==> config.mk <==
export PLATFORM = sky130hd
export DESIGN_NAME = mem_stage
export DESIGN_NICKNAME = d
export VERILOG_FILES = /design/src/mem_pkg.sv /design/src/addr_check.sv /design/src/cp0_regs.sv /design/src/load_extend.sv /design/src/mem_stage.sv /design/src/store_align.sv
export SDC_FILE = /design/constraint.sdc
export NUM_CORES = 1
export LEC_CHECK = 0
export ABC_CLOCK_PERIOD_IN_PS = 2850
export BUFFER_PORTS_ARGS = -buffer_cell sky130_fd_sc_hd__buf_2
export CORE_ASPECT_RATIO = 1.4
export CORE_UTILIZATION = 25
export CTS_CLUSTER_DIAMETER = 50
export DETAILED_ROUTE_END_ITERATION = 10
export GPL_TIMING_DRIVEN = 0
export HOLD_SLACK_MARGIN = 0.08
export PLACE_DENSITY_LB_ADDON = 0.15
export SLEW_MARGIN = 20
export SYNTH_ARGS = -nofsm -noshare
export SYNTH_HDL_FRONTEND = slang
export SYNTH_SLANG_ARGS = --single-unit
==> constraint.sdc <==
create_clock -name clk -period 2.85 [get_ports clk]
set_clock_uncertainty 0.15 [all_clocks]
set_input_delay 0.57 -clock clk [delete_from_list [all_inputs] [get_ports clk]]
set_output_delay 0.57 -clock clk [all_outputs]
set_load 0.01 [all_outputs]
==> src/mem_pkg.sv <==
package mem_pkg;

    //////////////////////////////////////////////////
    // Widths
    //////////////////////////////////////////////////

    typedef logic [31:0] word_t;
    typedef logic [3:0]  byteen_t;
    typedef logic [4:0]  reg_addr_t;
    typedef logic [5:0]  hw_int_t;

    //////////////////////////////////////////////////
    // Memory operations
    //////////////////////////////////////////////////

    typedef enum logic [1:0] {
        store_none,
        store_sw,
        store_sh,
        store_sb
    } store_op_t;

    typedef enum logic [2:0] {
        load_none,
        load_lw,
        load_lh,
        load_lhu,
        load_lb,
        load_lbu
    } load_op_t;

    //////////////////////////////////////////////////
    // Exceptions and CP0
    //////////////////////////////////////////////////

    typedef enum logic [4:0] {
        exc_none    = 5'd0,
        exc_adel    = 5'd4,
        exc_ades    = 5'd5,
        exc_syscall = 5'd8,
        exc_ri      = 5'd10,
        exc_ov      = 5'd12
    } exc_code_t;

    // Interrupt code shares zero with exc_none and only goes into Cause
    localparam exc_code_t exc_int = exc_none;

    typedef enum logic {
        exl_run,
        exl_handler
    } exl_state_t;

    localparam reg_addr_t cp0_sr    = 5'd12;
    localparam reg_addr_t cp0_cause = 5'd13;
    localparam reg_addr_t cp0_epc   = 5'd14;

endpackage

==> src/addr_check.sv <==
`timescale 1ns/10ps

module addr_check
    import mem_pkg::*;
#(
    parameter word_t dm_end    = 32'h0000_2FFF,
    parameter word_t tc1_begin = 32'h0000_7F00,
    parameter word_t tc1_end   = 32'h0000_7F0B,
    parameter word_t tc2_begin = 32'h0000_7F10,
    parameter word_t tc2_end   = 32'h0000_7F1B,
    parameter word_t int_begin = 32'h0000_7F20,
    parameter word_t int_end   = 32'h0000_7F23
) (
    input  load_op_t  load_op,
    input  store_op_t store_op,
    input  word_t     addr,
    input  exc_code_t exc_in,
    output exc_code_t exc_code
);

    // Timer count registers sit one word at begin + 8
    localparam word_t tc1_count = tc1_begin + 32'd8;
    localparam word_t tc2_count = tc2_begin + 32'd8;

    logic in_dm;
    logic in_tc1;
    logic in_tc2;
    logic in_int;
    logic err_range;
    logic err_align_l;
    logic err_align_s;
    logic err_timer_l;
    logic err_timer_s;
    logic err_count_s;
    logic adel;
    logic ades;

    //////////////////////////////////////////////////
    // Address map
    //////////////////////////////////////////////////

    assign in_dm     = addr <= dm_end;
    assign in_tc1    = addr >= tc1_begin && addr <= tc1_end;
    assign in_tc2    = addr >= tc2_begin && addr <= tc2_end;
    assign in_int    = addr >= int_begin && addr <= int_end;
    assign err_range = !(in_dm || in_tc1 || in_tc2 || in_int);

    //////////////////////////////////////////////////
    // Fault rules
    //////////////////////////////////////////////////

    assign err_align_l = (load_op == load_lw && addr[1:0] != 2'b00) ||
                         ((load_op == load_lh || load_op == load_lhu) && addr[0]);
    assign err_align_s = (store_op == store_sw && addr[1:0] != 2'b00) ||
                         (store_op == store_sh && addr[0]);

    // Peripherals only take full words
    assign err_timer_l = (load_op inside {load_lh, load_lhu, load_lb, load_lbu}) &&
                         addr >= tc1_begin;
    assign err_timer_s = (store_op == store_sh || store_op == store_sb) && addr >= tc1_begin;

    assign err_count_s = (addr >= tc1_count && addr <= tc1_count + 32'd3) ||
                         (addr >= tc2_count && addr <= tc2_count + 32'd3);

    assign adel = (load_op != load_none) && (err_align_l || err_range || err_timer_l);
    assign ades = (store_op != store_none) &&
                  (err_align_s || err_range || err_timer_s || err_count_s);

    // Earlier stage code wins
    always_comb begin
        if (exc_in != exc_none) begin
            exc_code = exc_in;
        end else if (adel) begin
            exc_code = exc_adel;
        end else if (ades) begin
            exc_code = exc_ades;
        end else begin
            exc_code = exc_none;
        end
    end

    // Upstream decode never issues a load and a store together
    always_comb begin
        assert (load_op == load_none || store_op == store_none);
    end

endmodule

==> src/cp0_regs.sv <==
`timescale 1ns/10ps

module cp0_regs
    import mem_pkg::*;
(
    input  logic      clk,
    input  logic      reset,
    input  word_t     pc,
    input  logic      in_bd,
    input  exc_code_t exc_code,
    input  hw_int_t   hw_int,
    input  logic      mtc0,
    input  logic      eret,
    input  reg_addr_t cp0_addr,
    input  word_t     store_data,
    output logic      req,
    output word_t     epc,
    output word_t     cp0_rdata
);

    exl_state_t exl_state;
    exl_state_t exl_next;

    // SR fields
    logic    ie;
    hw_int_t im;

    // Cause fields
    logic      cause_bd;
    hw_int_t   cause_ip;
    exc_code_t cause_code;

    logic  int_req;
    logic  exc_req;
    word_t sr;
    word_t cause;

    //////////////////////////////////////////////////
    // Request generation
    //////////////////////////////////////////////////

    assign int_req = ie && |(hw_int & im);
    assign exc_req = exc_code != exc_none;
    assign req     = (exl_state == exl_run) && (int_req || exc_req);

    //////////////////////////////////////////////////
    // Exception level FSM
    //////////////////////////////////////////////////

    always_comb begin
        exl_next = exl_state;
        case (exl_state)
            exl_run: begin
                if (req) begin
                    exl_next = exl_handler;
                end
            end
            exl_handler: begin
                if (eret) begin
                    exl_next = exl_run;
                end
            end
            default: begin
                exl_next = exl_run;
            end
        endcase
    end

    always_ff @(posedge clk) begin
        if (reset) begin
            exl_state  <= exl_run;
            ie         <= 1'b0;
            im         <= '0;
            cause_bd   <= 1'b0;
            cause_ip   <= '0;
            cause_code <= exc_none;
            epc        <= '0;
        end else begin
            exl_state <= exl_next;
            cause_ip  <= hw_int;
            if (req) begin
                // Interrupt takes precedence over a pending exception
                epc        <= in_bd ? pc - 32'd4 : pc;
                cause_bd   <= in_bd;
                cause_code <= int_req ? exc_int : exc_code;
            end else if (mtc0) begin
                case (cp0_addr)
                    cp0_sr: begin
                        ie <= store_data[0];
                        im <= store_data[15:10];
                    end
                    cp0_epc: begin
                        epc <= store_data;
                    end
                    default: begin
                    end
                endcase
            end
        end
    end

    // Register views with EXL mirroring the FSM
    assign sr    = {16'h0000, im, 8'h00, exl_state == exl_handler, ie};
    assign cause = {cause_bd, 15'h0000, cause_ip, 3'b000, cause_code, 2'b00};

    always_comb begin
        case (cp0_addr)
            cp0_sr:    cp0_rdata = sr;
            cp0_cause: cp0_rdata = cause;
            cp0_epc:   cp0_rdata = epc;
            default:   cp0_rdata = '0;
        endcase
    end

    // Software issues eret only from the handler
    assert property (@(posedge clk) disable iff (reset) eret |-> exl_state == exl_handler);

endmodule

==> src/load_extend.sv <==
`timescale 1ns/10ps

module load_extend
    import mem_pkg::*;
(
    input  load_op_t   load_op,
    input  logic [1:0] addr_low,
    input  word_t      bus_rdata,
    output word_t      load_data
);

    logic [7:0]  sel_byte;
    logic [15:0] sel_half;

    // Byte lane and halfword picked by the low address bits
    assign sel_byte = bus_rdata[{addr_low, 3'b000} +: 8];
    assign sel_half = addr_low[1] ? bus_rdata[31:16] : bus_rdata[15:0];

    always_comb begin
        case (load_op)
            load_lw: begin
                load_data = bus_rdata;
            end
            load_lh: begin
                load_data = {{16{sel_half[15]}}, sel_half};
            end
            load_lhu: begin
                load_data = {16'h0000, sel_half};
            end
            load_lb: begin
                load_data = {{24{sel_byte[7]}}, sel_byte};
            end
            load_lbu: begin
                load_data = {24'h00_0000, sel_byte};
            end
            default: begin
                load_data = '0;
            end
        endcase
    end

endmodule

==> src/mem_stage.sv <==
`timescale 1ns/10ps

module mem_stage
    import mem_pkg::*;
#(
    parameter word_t dm_end    = 32'h0000_2FFF,
    parameter word_t tc1_begin = 32'h0000_7F00,
    parameter word_t tc1_end   = 32'h0000_7F0B,
    parameter word_t tc2_begin = 32'h0000_7F10,
    parameter word_t tc2_end   = 32'h0000_7F1B,
    parameter word_t int_begin = 32'h0000_7F20,
    parameter word_t int_end   = 32'h0000_7F23
) (
    input  logic      clk,
    input  logic      reset,
    input  word_t     pc,
    input  logic      in_bd,
    input  exc_code_t exc_in,
    input  load_op_t  load_op,
    input  store_op_t store_op,
    input  word_t     addr,
    input  word_t     store_data,
    input  logic      mtc0,
    input  logic      eret,
    input  reg_addr_t cp0_addr,
    input  hw_int_t   hw_int,
    input  word_t     bus_rdata,
    output word_t     bus_addr,
    output word_t     bus_wdata,
    output byteen_t   bus_byteen,
    output word_t     load_data,
    output word_t     cp0_rdata,
    output word_t     epc,
    output logic      req
);

    exc_code_t exc_code;

    assign bus_addr = addr;

    //////////////////////////////////////////////////
    // Access checks and CP0
    //////////////////////////////////////////////////

    addr_check #(
        .dm_end    (dm_end),
        .tc1_begin (tc1_begin),
        .tc1_end   (tc1_end),
        .tc2_begin (tc2_begin),
        .tc2_end   (tc2_end),
        .int_begin (int_begin),
        .int_end   (int_end)
    ) i_addr_check (
        .load_op  (load_op),
        .store_op (store_op),
        .addr     (addr),
        .exc_in   (exc_in),
        .exc_code (exc_code)
    );

    cp0_regs i_cp0_regs (
        .clk        (clk),
        .reset      (reset),
        .pc         (pc),
        .in_bd      (in_bd),
        .exc_code   (exc_code),
        .hw_int     (hw_int),
        .mtc0       (mtc0),
        .eret       (eret),
        .cp0_addr   (cp0_addr),
        .store_data (store_data),
        .req        (req),
        .epc        (epc),
        .cp0_rdata  (cp0_rdata)
    );

    //////////////////////////////////////////////////
    // Data path
    //////////////////////////////////////////////////

    store_align i_store_align (
        .store_op   (store_op),
        .addr       (addr),
        .store_data (store_data),
        .req        (req),
        .bus_wdata  (bus_wdata),
        .bus_byteen (bus_byteen)
    );

    load_extend i_load_extend (
        .load_op   (load_op),
        .addr_low  (addr[1:0]),
        .bus_rdata (bus_rdata),
        .load_data (load_data)
    );

endmodule

==> src/store_align.sv <==
`timescale 1ns/10ps

module store_align
    import mem_pkg::*;
(
    input  store_op_t store_op,
    input  word_t     addr,
    input  word_t     store_data,
    input  logic      req,
    output word_t     bus_wdata,
    output byteen_t   bus_byteen
);

    byteen_t lanes;

    // Lane select and data replication
    always_comb begin
        lanes     = '0;
        bus_wdata = store_data;
        case (store_op)
            store_sw: begin
                lanes = 4'b1111;
            end
            store_sh: begin
                lanes     = addr[1] ? 4'b1100 : 4'b0011;
                bus_wdata = {2{store_data[15:0]}};
            end
            store_sb: begin
                lanes     = 4'b0001 << addr[1:0];
                bus_wdata = {4{store_data[7:0]}};
            end
            default: begin
                lanes = '0;
            end
        endcase
    end

    // Taken exception squashes the write
    assign bus_byteen = req ? '0 : lanes;

endmodule

# Word level (Yosys, flattened, before mapping)
# Index checks and enable logic that the tools add are counted.
[classes]
n_eq_ne = 11
shift = 2
muxes = 18
order_cmp = 9
n_reduce_logical = 41
add_sub_neg = 1
bitwise = 3
[op_table]
columns = ["operator", "n"]
rows = [
  [">= comparator 32 x 15 -> 1 bit (second input constant)", 5],
  ["case mux 32 bit (5 select lines)", 1],
  ["2-to-1 mux 32 bit", 4],
  ["<= comparator 32 x 15 -> 1 bit (second input constant)", 3],
  ["case mux 32 bit (3 select lines)", 1],
  ["case mux 32 bit (2 select lines)", 1],
  ["<= comparator 32 x 14 -> 1 bit (second input constant)", 1],
  ["variable part select 32 x 6 -> 8 bit", 1],
  ["subtractor 32 x 3 -> 32 bit (second input constant)", 1],
  ["2-to-1 mux 16 bit", 1],
  ["equality test 5 x 4 -> 1 bit (second input constant)", 3],
  ["logical AND 1 bit", 15],
  ["2-to-1 mux 5 bit", 3],
  ["logical OR 1 bit", 14],
  ["case mux 4 bit (3 select lines)", 1],
  ["nonzero test 5 bit", 2],
  ["2-to-1 mux 4 bit", 2],
  ["nonzero test 2 bit", 4],
  ["AND 6 bit", 1],
  ["equality test 3 x 2 -> 1 bit (second input constant)", 2],
  ["equality test 3 bit (second input constant)", 2],
  ["OR reduction 6 bit", 1],
  ["equality test 2 bit (second input constant)", 2],
  ["nonzero test 4 bit", 1],
  ["other kinds (11)", 13],
]
[word_totals]
in_bits = 154
reg_bits = 52
output_inout_bits = 165
wordCells = 92

# Depth between registers and ports, before layout
# Gate-level depths: netlist of the first run.
[logic_depth]
depth_word = 18
depth_mapped = 10

# Modules after synthesis
# From an unflattened synthesis of the first run, not the netlist that was laid out.
[hier_totals]
cells_unflattened = 672
hier_area_um2 = 5332.6
[modules_own_cells]
columns = ["mod", "n_inst", "cells_per_inst", "area_each_um2"]
rows = [
  ["cp0_regs", 1, 424, 3608.5],
  ["load_extend", 1, 106, 669.4],
  ["store_align", 1, 64, 483.0],
  ["addr_check", 1, 46, 331.6],
  ["mem_stage", 1, 32, 240.2],
]

# Least setup slack after synthesis of the first run
# No wires, ideal clock.
[synth_path]
path_type = "input -> output"
from = "in addr[6]"
to = "out bus_byteen[0]"
arrival_ns = 2.437
n_path_buf = 1
slack_ns = -0.307
cell_stages = 9
required_ns = 2.130
path_cell_list = "or3_4 > nor4_1 > o221ai_1 > a21boi_2 > and4_1 > or2_1 > buf_4 > inv_2 > a211oi_1"
[synth_between]
elab_chain_cells = 17
[synth_rtl]
columns = ["item", "line", "source"]
rows = [
  ["from (decl)", "mem_stage.sv:21", "input word_t addr,"],
  [">= comparator 32 x 15 -> 1 bit / <= comparator 32 x 15 -> 1 bit (equally long branches)", "-", ""],
  ["logical AND 1 bit", "addr_check.sv:43", "assign in_tc1 = addr >= tc1_begin && addr <= tc1_end;"],
  ["logical OR 1 bit (3 in series)", "addr_check.sv:46", "assign err_range = !(in_dm || in_tc1 || in_tc2 || in_int);"],
  ["logical NOT 1 bit", "addr_check.sv:46", ""],
  ["logical OR 1 bit (3 in series)", "addr_check.sv:67", "(err_align_s || err_range || err_timer_s || err_count_s);"],
  ["logical AND 1 bit", "addr_check.sv:66", "assign ades = (store_op != store_none) &&"],
  ["2-to-1 mux 3 bit", "addr_check.sv:75", "end else if (ades) begin"],
  ["2-to-1 mux 5 bit *", "addr_check.sv:73", "end else if (adel) begin"],
  ["2-to-1 mux 5 bit *", "addr_check.sv:71", "if (exc_in != exc_none) begin"],
  ["nonzero test 5 bit *", "cp0_regs.sv:43", "assign exc_req = exc_code != exc_none;"],
  ["logical OR 1 bit *", "cp0_regs.sv:44", "assign req = (exl_state == exl_run) && (int_req || exc_req);"],
  ["logical AND 1 bit *", "cp0_regs.sv:44", ""],
  ["net req", "mem_stage.sv:34", "output logic req"],
  ["2-to-1 mux 4 bit *", "store_align.sv:39", "assign bus_byteen = req ? '0 : lanes;"],
  ["to (decl)", "mem_stage.sv:30", "output byteen_t bus_byteen,"],
]
# The timed path passes the listed nets; every way through them passes the cells marked *.

# Worst setup path after layout of the first run
[layout_path]
from = "in addr[15]"
to = "out bus_byteen[0]"
[layout_between]
elab_chain_cells = 17
[layout_rtl]
columns = ["item", "line"]
rows = [
  [">= comparator 32 x 15 -> 1 bit / <= comparator 32 x 15 -> 1 bit (equally long branches)", "-"],
  ["logical AND 1 bit", "addr_check.sv:43"],
  ["logical OR 1 bit (3 in series)", "addr_check.sv:46"],
  ["logical NOT 1 bit", "addr_check.sv:46"],
  ["logical OR 1 bit (3 in series)", "addr_check.sv:67"],
  ["logical AND 1 bit", "addr_check.sv:66"],
  ["2-to-1 mux 3 bit", "addr_check.sv:75"],
  ["2-to-1 mux 5 bit *", "addr_check.sv:73"],
  ["2-to-1 mux 5 bit *", "addr_check.sv:71"],
  ["nonzero test 5 bit *", "cp0_regs.sv:43"],
  ["logical OR 1 bit *", "cp0_regs.sv:44"],
  ["logical AND 1 bit *", "cp0_regs.sv:44"],
  ["2-to-1 mux 4 bit *", "store_align.sv:39"],
]
# Mark *: on every way between the ends. The rest lies on a longest branch, timed or not.

==> results.json, run 1 <==
{
  "relSlewSlack_pct": 49.1,
  "overflow": 0,
  "nets": 1092,
  "syn_inst": 611,
  "critPathCaptureType": "output pin",
  "synth_edf_count": 0,
  "antenna_found_initial": 4,
  "finalMaxSlewViolations": 0,
  "ys.flop_type": "dfxtp_1",
  "violations": "negative setup slack",
  "drt_iter0_markers": 262,
  "yosysUniqueCellTypes": 62,
  "grt_max_degree": 19,
  "powerDensity_mw_per_mm2": 328,
  "share_comb_of_total_power_pct": 37.5,
  "swShare_pct": 36.2,
  "finalPower_uw": 2370,
  "die_h_um": 167,
  "holdCritStartpoint": "i_cp0_regs.im[2]",
  "outcome": "finished, violations left",
  "rsz0062_at_grt": "yes",
  "drt_wl_total_mm": 22.8,
  "place_congestion": 0.858,
  "final_cell_count_no_fill": 1189,
  "syn-num-nets": 766,
  "internal_power_uw": 1510,
  "syn_area_per_cell_sq_um": 7.96,
  "dr.pass1.iters": 4,
  "r2r-end": "i_cp0_regs.epc[22]",
  "ys_warn_count": 0,
  "numPortBuffers": 313,
  "worst_pin_slew_ns": 0.764,
  "synth.area.top_cells": "dfxtp_1 21%, mux2i_1 7.6%, buf_4 7.6%",
  "period_share_pct": 114,
  "final_layout_size_suffix_gt1_share_pct": 49.7,
  "grt_pass1_wl_mm": 33.4,
  "cp_data_required_time_ns": 2.13,
  "synth_async_sr_flop_share_pct": 0,
  "setup.worst_path.start_class": "input pin",
  "clkTransAtPathRegs_ns": 0.08,
  "cts_root_buf": "clkbuf_16",
  "fmax_mhz": 307,
  "hold_depth": 2,
  "synth_most_common_cell": "nand2_1",
  "numCtsBuffers": 5,
  "avgViaCountPerCell": 4.96,
  "p_leak_uw": 0.00357,
  "via_count": 5892,
  "placed_area_sq_mm": 0.00681,
  "drc_errors": 0,
  "cts_sinks": 52,
  "n_fill_cell": 2148,
  "syn_area_sq_mm": 0.00486,
  "synth_seq_cells": 52,
  "min_to": "i_cp0_regs.im[2]",
  "initial_core_util_pct": 25.4,
  "peakVddDrop_uv": 287,
  "drv_cap": 0,
  "yosysSeqAreaShare_pct": 21.4,
  "pin_count": 319,
  "cp-startpoint": "addr[15]",
  "p_switching_uw": 857,
  "cts_max_path_buffers": 2,
  "die_x_um": 120,
  "hold_path_class": "reg2reg",
  "grt_pass1_vias": 5776,
  "setup_viol": 5,
  "hpwl_mm": 18.8,
  "synth_common_cells": "61 x nand2_1, 52 x dfxtp_1, 49 x buf_4",
  "grtUsageTotal_pct": 22.1,
  "r2r_cells": 9,
  "crit_arrival_ns": 2.54,
  "cts_tree": "done",
  "ant_nets": 0,
  "pwr-share-seq_pct": 34.8,
  "avgRoutedWirePerCell_um": 19.2,
  "rows": 60,
  "rrSetupSlack_ns": 0.41,
  "worstSetupPathType": "in2out",
  "clk_latency_ns": 0.30,
  "coreArea_sq_mm": 0.0191,
  "final_area_sq_mm": 0.00722,
  "syn_to_final_growth_pct": 48.4,
  "fp.dieArea_sq_mm": 0.0200,
  "dp_cells": 1172,
  "ctsHtreeMaxLevel": 2,
  "synth_top_cell_area_share_pct": 21.4,
  "r2r-start": "i_cp0_regs.im[0]",
  "layout_setup_ws_ns": -0.411,
  "yosys.area.top_type": "dfxtp_1",
  "hold_viol": 0,
  "min_period_ns": 3.26,
  "pwr-share-clk_pct": 27.6,
  "critPathMaxFanout": 7
}
==> power by group through the flow <==
stage / Clock [uW] / Combinational [uW] / Sequential (uW)
final: 655 / 888 / 825
after global routing: 689 / 959 / 831
after CTS: 666 / 889 / 825
after detailed placement: 0 / 864 / 842
after global placement: 0 / 865 / 842
after floorplan: 0 / 442 / 842
==> placed cells by master, fill, tap and decap left out, types with 16 or more instances in the layout <==
master and instances:
nand2_1 61, buf_4 56, buf_2 316, a21oi_1 16, nand3_1 33, mux2_2 16
a311oi_2 19, nor3_1 35, and2_1 20, nor2_1 27, dfxtp_1 52, xnor2_1 16
mux2i_1 37, a21o_1 17
==> what timing repair did <==
item,4_1_cts,5_1_grt
buffers inserted,8,2
hold buffers,0,0
endpoints found under the setup margin,98,68
pin swaps,6,13
gates cloned,0,0
resized for setup,34,18
endpoints found under the hold margin,0,0
==> through the flow <==
| step | TNS (ns) | setup slack, ns | util, % | hold slack [ns] |
|---|---|---|---|---|
| 2_1_floorplan | -0.322 | -0.116 | - | 0.297 |
| 3_3_place_gp | -50.69 | -1.04 | 35.5 | 0.320 |
| 3_5_place_dp | -52.09 | -1.04 | 35.5 | 0.322 |
| 4_1_cts | -2.10 | -0.482 | 37.3 | 0.333 |
| 5_1_grt | -2.14 | -0.529 | 37.7 | 0.350 |
| 6_report | -1.64 | -0.411 | 37.7 | 0.332 |
==> state kept, by name, indices dropped and copies added, names as in the netlist <==
name / count
i_cp0_regs.cause_bd: 1
i_cp0_regs.cause_code: 5
i_cp0_regs.cause_ip: 6
i_cp0_regs.epc: 32
i_cp0_regs.exl_state: 1
i_cp0_regs.ie: 1
i_cp0_regs.im: 6
==> cell type report <==
cell class / count / area, sq um / area share [%]
diodes: 3 / 7.51 / 0.104
plain buffers: 81 / 526 / 7.28
clock buffers: 5 / 125 / 1.73
clock inverters: 3 / 25.0 / 0.347
inverters: 14 / 60.1 / 0.832
multi-input cells: 460 / 3450 / 47.8
flip-flops and latches: 52 / 1040 / 14.4
well taps: 248 / 310 / 4.30
repair buffers: 323 / 1670 / 23.2
==> worst max-delay path: stages <==
cell	delay, ns
buf_6	0.11
nand4b_1	0.18
buf_6	0.15
nor4_4	0.29
o221ai_2	0.17
a21oi_2	0.21
a31o_1	0.21
or2_4	0.18
inv_8	0.06
a211oi_4	0.22
buf_2	0.17
==> per-layer routing <==
metal  global-route usage, %  up-vias  wire, um
met5                       0        -        13
met2                    43.6      249     12400
met4                    6.52        2       555
met1                    22.9     2744      8330
met3                    4.18       23      1520
li1                        -     2874         -
==> worst max-delay path by stage <==
| stage | to | slack (ns) | cells after the start |
|---|---|---|---|
| final | bus_byteen[0] | -0.41 | 11 |
| after CTS | bus_byteen[0] | -0.48 | 11 |
| after global routing | bus_byteen[0] | -0.53 | 11 |
| after global placement | cp0_rdata[14] | -1.04 | 7 |
| after detailed placement | cp0_rdata[14] | -1.04 | 7 |
| after floorplan | bus_byteen[3] | -0.12 | 9 |
==> kinds of logic (layout without fill, tap and decap cells) <==
family	count (synthesis)	after routing	synth area share (%)
mux	54	54	11.8
xor+xnor	28	28	5.04
compound gates	145	145	25.0
other cells	0	3	0
fa+ha+maj	1	1	0.257
buf+inv	99	426	11.8
flops	52	52	21.4
simple gates	232	232	24.7
Power figures use the tool's default switching activity.
==> run 2: changes to the inputs <==
--- a/config.mk
+++ b/config.mk
@@ -7,13 +7,15 @@
 export LEC_CHECK = 0
 export ABC_CLOCK_PERIOD_IN_PS = 2850
 export BUFFER_PORTS_ARGS = -buffer_cell sky130_fd_sc_hd__buf_2
+export CELL_PAD_IN_SITES_DETAIL_PLACEMENT = 0
+export CELL_PAD_IN_SITES_GLOBAL_PLACEMENT = 1
 export CORE_ASPECT_RATIO = 1.4
 export CORE_UTILIZATION = 25
 export CTS_CLUSTER_DIAMETER = 50
 export DETAILED_ROUTE_END_ITERATION = 10
 export GPL_TIMING_DRIVEN = 0
 export HOLD_SLACK_MARGIN = 0.08
-export PLACE_DENSITY_LB_ADDON = 0.15
+export PLACE_DENSITY = 0.86
 export SLEW_MARGIN = 20
 export SYNTH_ARGS = -nofsm -noshare
 export SYNTH_HDL_FRONTEND = slang
==> results.json, run 2 (synthesis gave the netlist of run 1 again) <==
{
  "outcome": "finished, violations left",
  "violations": "negative setup slack",
  "powerDensity_mw_per_mm2": 331,
  "rrSetupSlack_ns": 0.18,
  "r2r_cells": 9,
  "pre_cts_ws_ns": -1.04,
  "hold_viol": 0,
  "layout_setup_ws_ns": -0.423,
  "seq_area_sq_mm": 0.00104,
  "overflow": 0,
  "numPortBuffers": 313,
  "pwr-share-clk_pct": 27.4,
  "dr.pass1.iters": 5,
  "final_layout_size_suffix_gt1_share_pct": 49.7,
  "share_comb_of_total_power_pct": 38.1,
  "pwr-share-seq_pct": 34.5,
  "grtUsageTotal_pct": 24.2,
  "grt_pass1_vias": 5918,
  "hold_depth": 2,
  "path_buf_inv": 4,
  "ant_nets": 0,
  "rsz0062_at_grt": "yes",
  "fp.dieArea_sq_mm": 0.0200,
  "worstSetupPathType": "in2out",
  "cts_hold_buf": 0,
  "cts_max_path_buffers": 2,
  "finalMaxSlewViolations": 0,
  "largest_register_ffs": 32,
  "avgViaCountPerCell": 5.21,
  "die_x_um": 120,
  "holdCritStartpoint": "i_cp0_regs.im[5]",
  "via_count": 6231,
  "worst_pin_slew_ns": 0.810,
  "ctsHtreeMaxLevel": 2,
  "drt_iter0_markers": 367,
  "hpwl_mm": 20.5,
  "pin_count": 319,
  "internal_power_uw": 1520,
  "crit_chain": "buf_6, or3_4, nor4_4, o221ai_2, a21boi_2, and4_4, or2_1, buf_6, inv_8, a211oi_4, buf_2",
  "multiInputGateArea_sq_mm": 0.00341,
  "min_to": "i_cp0_regs.im[5]",
  "peakVddDrop_uv": 262,
  "crit_path_top_delay_cell": "or3_4",
  "nets": 1098,
  "cp_data_required_time_ns": 2.13,
  "clk_latency_ns": 0.30,
  "cts_tree": "done",
  "p_leak_uw": 0.00359,
  "hold_path_class": "reg2reg",
  "drt_wl_total_mm": 25.0,
  "fmax_mhz": 306,
  "rows": 60,
  "cpPeakStageDelay_ns": 0.41,
  "cts_sinks": 52,
  "timing.hold.ws_ns": 0.335,
  "drc_errors": 0,
  "initial_core_util_pct": 25.4,
  "grt_max_degree": 19,
  "antenna_found_initial": 5,
  "timing.setup.tns_ns": -1.95,
  "r2r-end": "i_cp0_regs.epc[4]",
  "critPathMaxFanout": 5,
  "avgRoutedWirePerCell_um": 20.9,
  "crit_arrival_ns": 2.55,
  "setup_viol": 5,
  "n_fill_cell": 2056,
  "place_congestion": 0.896,
  "clkTransAtPathRegs_ns": 0.08,
  "die_h_um": 167,
  "coreArea_sq_mm": 0.0191,
  "cp_top_family": "simple AND/OR/NAND/NOR gates",
  "syn_to_final_growth_pct": 49.0,
  "drv_cap": 0,
  "r2r-start": "i_cp0_regs.im[0]",
  "relSlewSlack_pct": 46.0,
  "p_switching_uw": 883,
  "final_common_cell": "buf_2",
  "crit_top_cell": "buf_6",
  "numCtsBuffers": 5,
  "top_regs": "i_cp0_regs.epc x32, i_cp0_regs.cause_ip x6, i_cp0_regs.im x6",
  "layout_common_cells": "316 x buf_2, 61 x nand2_1, 61 x buf_4",
  "swShare_pct": 36.8,
  "top_register": "i_cp0_regs.epc",
  "critPathCaptureType": "output pin",
  "period_share_pct": 115,
  "setup.worst_path.start_class": "input pin",
  "grt_pass1_wl_mm": 36.0,
  "cts_root_buf": "clkbuf_16",
  "min_period_ns": 3.27
}
## run 2: changes by cell type in the layout (fill, tap and decap cells not counted), sizes merged
| cell | before | now |
|---|---|---|
| diode | 3 | 4 |
| buf | 381 | 387 |
## run 2: per-stage QoR
stage / cells / util [%] / area (sq um) / total power (uW)
floorplan: 611 / - / 4930 / 1280
global placement: 1172 / 35.5 / 6810 / 1720
detailed placement: 1172 / 35.5 / 6810 / 1720
CTS: 1190 / 37.5 / 7180 / 2390
global route: 1194 / 37.8 / 7240 / 2500
finish: 1196 / 37.9 / 7250 / 2400
## run 2: worst max-delay path by stage
stage                            from             to  slack [ns]  cells after the start
after floorplan               addr[6]  bus_byteen[3]       -0.12                      9
after global placement    cp0_addr[0]  cp0_rdata[11]       -1.00                      7
after detailed placement  cp0_addr[0]  cp0_rdata[11]       -1.04                      7
after CTS                     addr[7]  bus_byteen[2]       -0.42                     11
after global routing          addr[6]  bus_byteen[2]       -0.52                     11
final                         addr[6]  bus_byteen[0]       -0.42                     11
## run 2: cell type report
cell class	count	share of cell area, %
multi-input cells	460	47.1
plain buffers	84	7.72
clock buffers	5	1.73
flip-flops and latches	52	14.4
diodes	4	0.138
repair buffers	326	23.5
well taps	248	4.28
inverters	14	0.829
clock inverters	3	0.345
## run 2: power groups by stage
stage	logic (uW)	clock network, uW	registers (uW)
2_1_floorplan	442	0	842
3_3_place_gp	874	0	842
3_5_place_dp	878	0	843
4_1_cts	909	658	826
6_report	915	656	827
5_1_grt	981	686	832
## run 2: repair_timing
item | 4_1_cts | 5_1_grt
pin swaps | 9 | 3
gates resized for setup | 37 | 13
setup buffers | 10 | 3
gates cloned | 0 | 0
setup endpoints to repair | 96 | 59
hold endpoints to repair | 0 | 0
## run 2: worst min-delay path: cells and delay by family, from the launching register on
kind	cells	cell delay (ns)
AND/OR/NAND/NOR	1	0.06
flip-flops	1	0.33
multiplexers	1	0.05
## run 2: layer usage
layer,vias to the layer above,wire (um),track usage [%]
met5,-,30,0
met4,4,431,5.92
met3,27,2290,6.06
met2,349,13200,46.4
met1,2973,9050,25.8
li1,2878,-,-
==> run 3: changes to the inputs <==
--- a/config.mk
+++ b/config.mk
@@ -6,16 +6,16 @@
 export NUM_CORES = 1
 export LEC_CHECK = 0
 export ABC_CLOCK_PERIOD_IN_PS = 2850
-export BUFFER_PORTS_ARGS = -buffer_cell sky130_fd_sc_hd__buf_2
 export CELL_PAD_IN_SITES_DETAIL_PLACEMENT = 0
 export CELL_PAD_IN_SITES_GLOBAL_PLACEMENT = 1
-export CORE_ASPECT_RATIO = 1.4
-export CORE_UTILIZATION = 25
+export CORE_AREA = 2 2 124 126
 export CTS_CLUSTER_DIAMETER = 50
 export DETAILED_ROUTE_END_ITERATION = 10
+export DIE_AREA = 0 0 126 128
+export DONT_BUFFER_PORTS = 1
 export GPL_TIMING_DRIVEN = 0
 export HOLD_SLACK_MARGIN = 0.08
-export PLACE_DENSITY = 0.86
+export PLACE_DENSITY = 0.77
 export SLEW_MARGIN = 20
 export SYNTH_ARGS = -nofsm -noshare
 export SYNTH_HDL_FRONTEND = slang
==> results.json, run 3 (synthesis gave the netlist of run 1 again) <==
{
  "grt_pass1_wl_mm": 30.4,
  "largest_register_ffs": 32,
  "multiInputGateArea_sq_mm": 0.00340,
  "hold_viol": 0,
  "cts_root_buf": "clkbuf_16",
  "rrSetupSlack_ns": 0.25,
  "die_x_um": 126,
  "place_congestion": 0.908,
  "nets": 776,
  "rows": 45,
  "relSlewSlack_pct": 47.9,
  "rsz0062_at_grt": "yes",
  "dr.pass1.iters": 4,
  "coreArea_sq_mm": 0.0149,
  "final_common_cell": "nand2_1",
  "cts_tree": "done",
  "min_period_ns": 3.16,
  "die_h_um": 128,
  "timing.setup.tns_ns": -0.884,
  "r2r_cells": 9,
  "cp_data_required_time_ns": 2.13,
  "antenna_found_initial": 0,
  "p_leak_uw": 0.00218,
  "top_register": "i_cp0_regs.epc",
  "clk_latency_ns": 0.30,
  "placed_area_sq_mm": 0.00516,
  "overflow": 0,
  "top_regs": "i_cp0_regs.epc x32, i_cp0_regs.cause_ip x6, i_cp0_regs.im x6",
  "seq_area_sq_mm": 0.00104,
  "drc_errors": 0,
  "fmax_mhz": 317,
  "final_layout_size_suffix_gt1_share_pct": 22.0,
  "antennaDiodeCount": 0,
  "pin_count": 319,
  "ctsHtreeMaxLevel": 2,
  "finalPower_uw": 2140,
  "critPathMaxFanout": 7,
  "grt_pass1_vias": 4889,
  "drt_wl_total_mm": 21.1,
  "setup_viol": 4,
  "worstSetupPathType": "in2out",
  "r2r-end": "i_cp0_regs.cause_code[4]",
  "fp.dieArea_sq_mm": 0.0161,
  "initial_core_util_pct": 32.7,
  "numPortBuffers": 0,
  "clkTransAtPathRegs_ns": 0.07,
  "hpwl_mm": 17.0,
  "grt_max_degree": 18,
  "period_share_pct": 111,
  "critPathCaptureType": "output pin",
  "cts_max_path_buffers": 2,
  "via_count": 4933,
  "syn_to_final_growth_pct": 12.6,
  "avgViaCountPerCell": 6.09,
  "cts_sinks": 52,
  "violations": "negative setup slack",
  "numCtsBuffers": 5,
  "worst_pin_slew_ns": 0.782,
  "layout_setup_ws_ns": -0.307,
  "crit_arrival_ns": 2.44,
  "setup.worst_path.start_class": "input pin",
  "ant_nets": 0,
  "cts_hold_buf": 0,
  "r2r-start": "i_cp0_regs.im[2]",
  "drt_iter0_markers": 415,
  "final_area_sq_mm": 0.00548,
  "n_fill_cell": 1530,
  "outcome": "finished, violations left",
  "finalMaxSlewViolations": 0,
  "cp-startpoint": "addr[15]",
  "peakVddDrop_uv": 221,
  "hold_path_class": "in2reg",
  "layout_common_cells": "61 x nand2_1, 52 x dfxtp_1, 51 x buf_4",
  "avgRoutedWirePerCell_um": 26.1,
  "powerDensity_mw_per_mm2": 391,
  "crit_end": "bus_byteen[2]",
  "grtUsageTotal_pct": 24.6,
  "final_cell_count_no_fill": 810,
  "drv_cap": 0,
  "dp_cells": 799
}
==> run 3: cell count changes in the layout (fill, tap and decap cells not counted), moves of 2 or more <==
cell / previous run / this run
diode_2: 4 / 0
clkbuf_4: 1 / 3
buf_2: 316 / 4
buf_6: 8 / 3
buf_4: 61 / 51
buf_1: 1 / 3
nor2_1: 26 / 29
nor2_2: 4 / 1
==> run 3: critical path, stage by stage <==
cell and delay, ns:
nand4b_1 0.27, nor4_2 0.37, o221ai_2 0.18, a21boi_2 0.19, and4_4 0.23, or2_1 0.11
buf_6 0.12, inv_8 0.06, a211oi_4 0.32
==> run 3: how the worst min path moves through the flow <==
stage	start	endpoint	cells after the start
3_3_place_gp	i_cp0_regs.im[3]	i_cp0_regs.im[3]	2
5_1_grt	hw_int[0]	i_cp0_regs.cause_ip[0]	1
2_1_floorplan	i_cp0_regs.im[3]	i_cp0_regs.im[3]	2
6_report	hw_int[4]	i_cp0_regs.cause_ip[4]	1
4_1_cts	hw_int[4]	i_cp0_regs.cause_ip[4]	1
3_5_place_dp	i_cp0_regs.im[4]	i_cp0_regs.im[4]	2
==> run 3: per-layer routing <==
layer	up-vias	routed length [um]	track usage, %
li1	2225	-	-
met1	2392	7870	28.0
met2	283	10800	45.5
met3	33	1940	6.09
met4	0	542	7.18
met5	-	0	0
==> run 3: power breakdown <==
group / switching [uW] / internal (uW) / total [uW]
Sequential: 72.7 / 778 / 851
Clock: 314 / 419 / 732
Combinational: 328 / 232 / 559
Total: 714 / 1430 / 2140
==> run 3: timing repair <==
action                                  4_1_cts  5_1_grt
cloned                                        0        0
gates resized for setup                      21       16
pin swaps                                     5        0
endpoints found under the setup margin       49       39
setup buffers                                 3        0
==> run 3: area by class of cell <==
cell class / instances / area share (%)
Clock buffer: 5 / 2.28
Timing Repair Buffer: 3 / 0.411
Sequential cell: 52 / 19.0
Clock inverter: 3 / 0.845
Multi-Input combinational cell: 460 / 62.0
Inverter: 14 / 1.10
Buffer: 85 / 10.1
Tap cell: 188 / 4.29
==> run 3: through the flow <==
stage / util (%) / setup slack (ns) / hold WS [ns]
2_1_floorplan: - / -0.116 / 0.297
3_3_place_gp: 34.7 / -0.586 / 0.315
3_5_place_dp: 34.7 / -0.628 / 0.326
4_1_cts: 36.6 / -0.296 / 0.243
5_1_grt: 36.9 / -0.417 / 0.244
6_report: 36.9 / -0.307 / 0.242
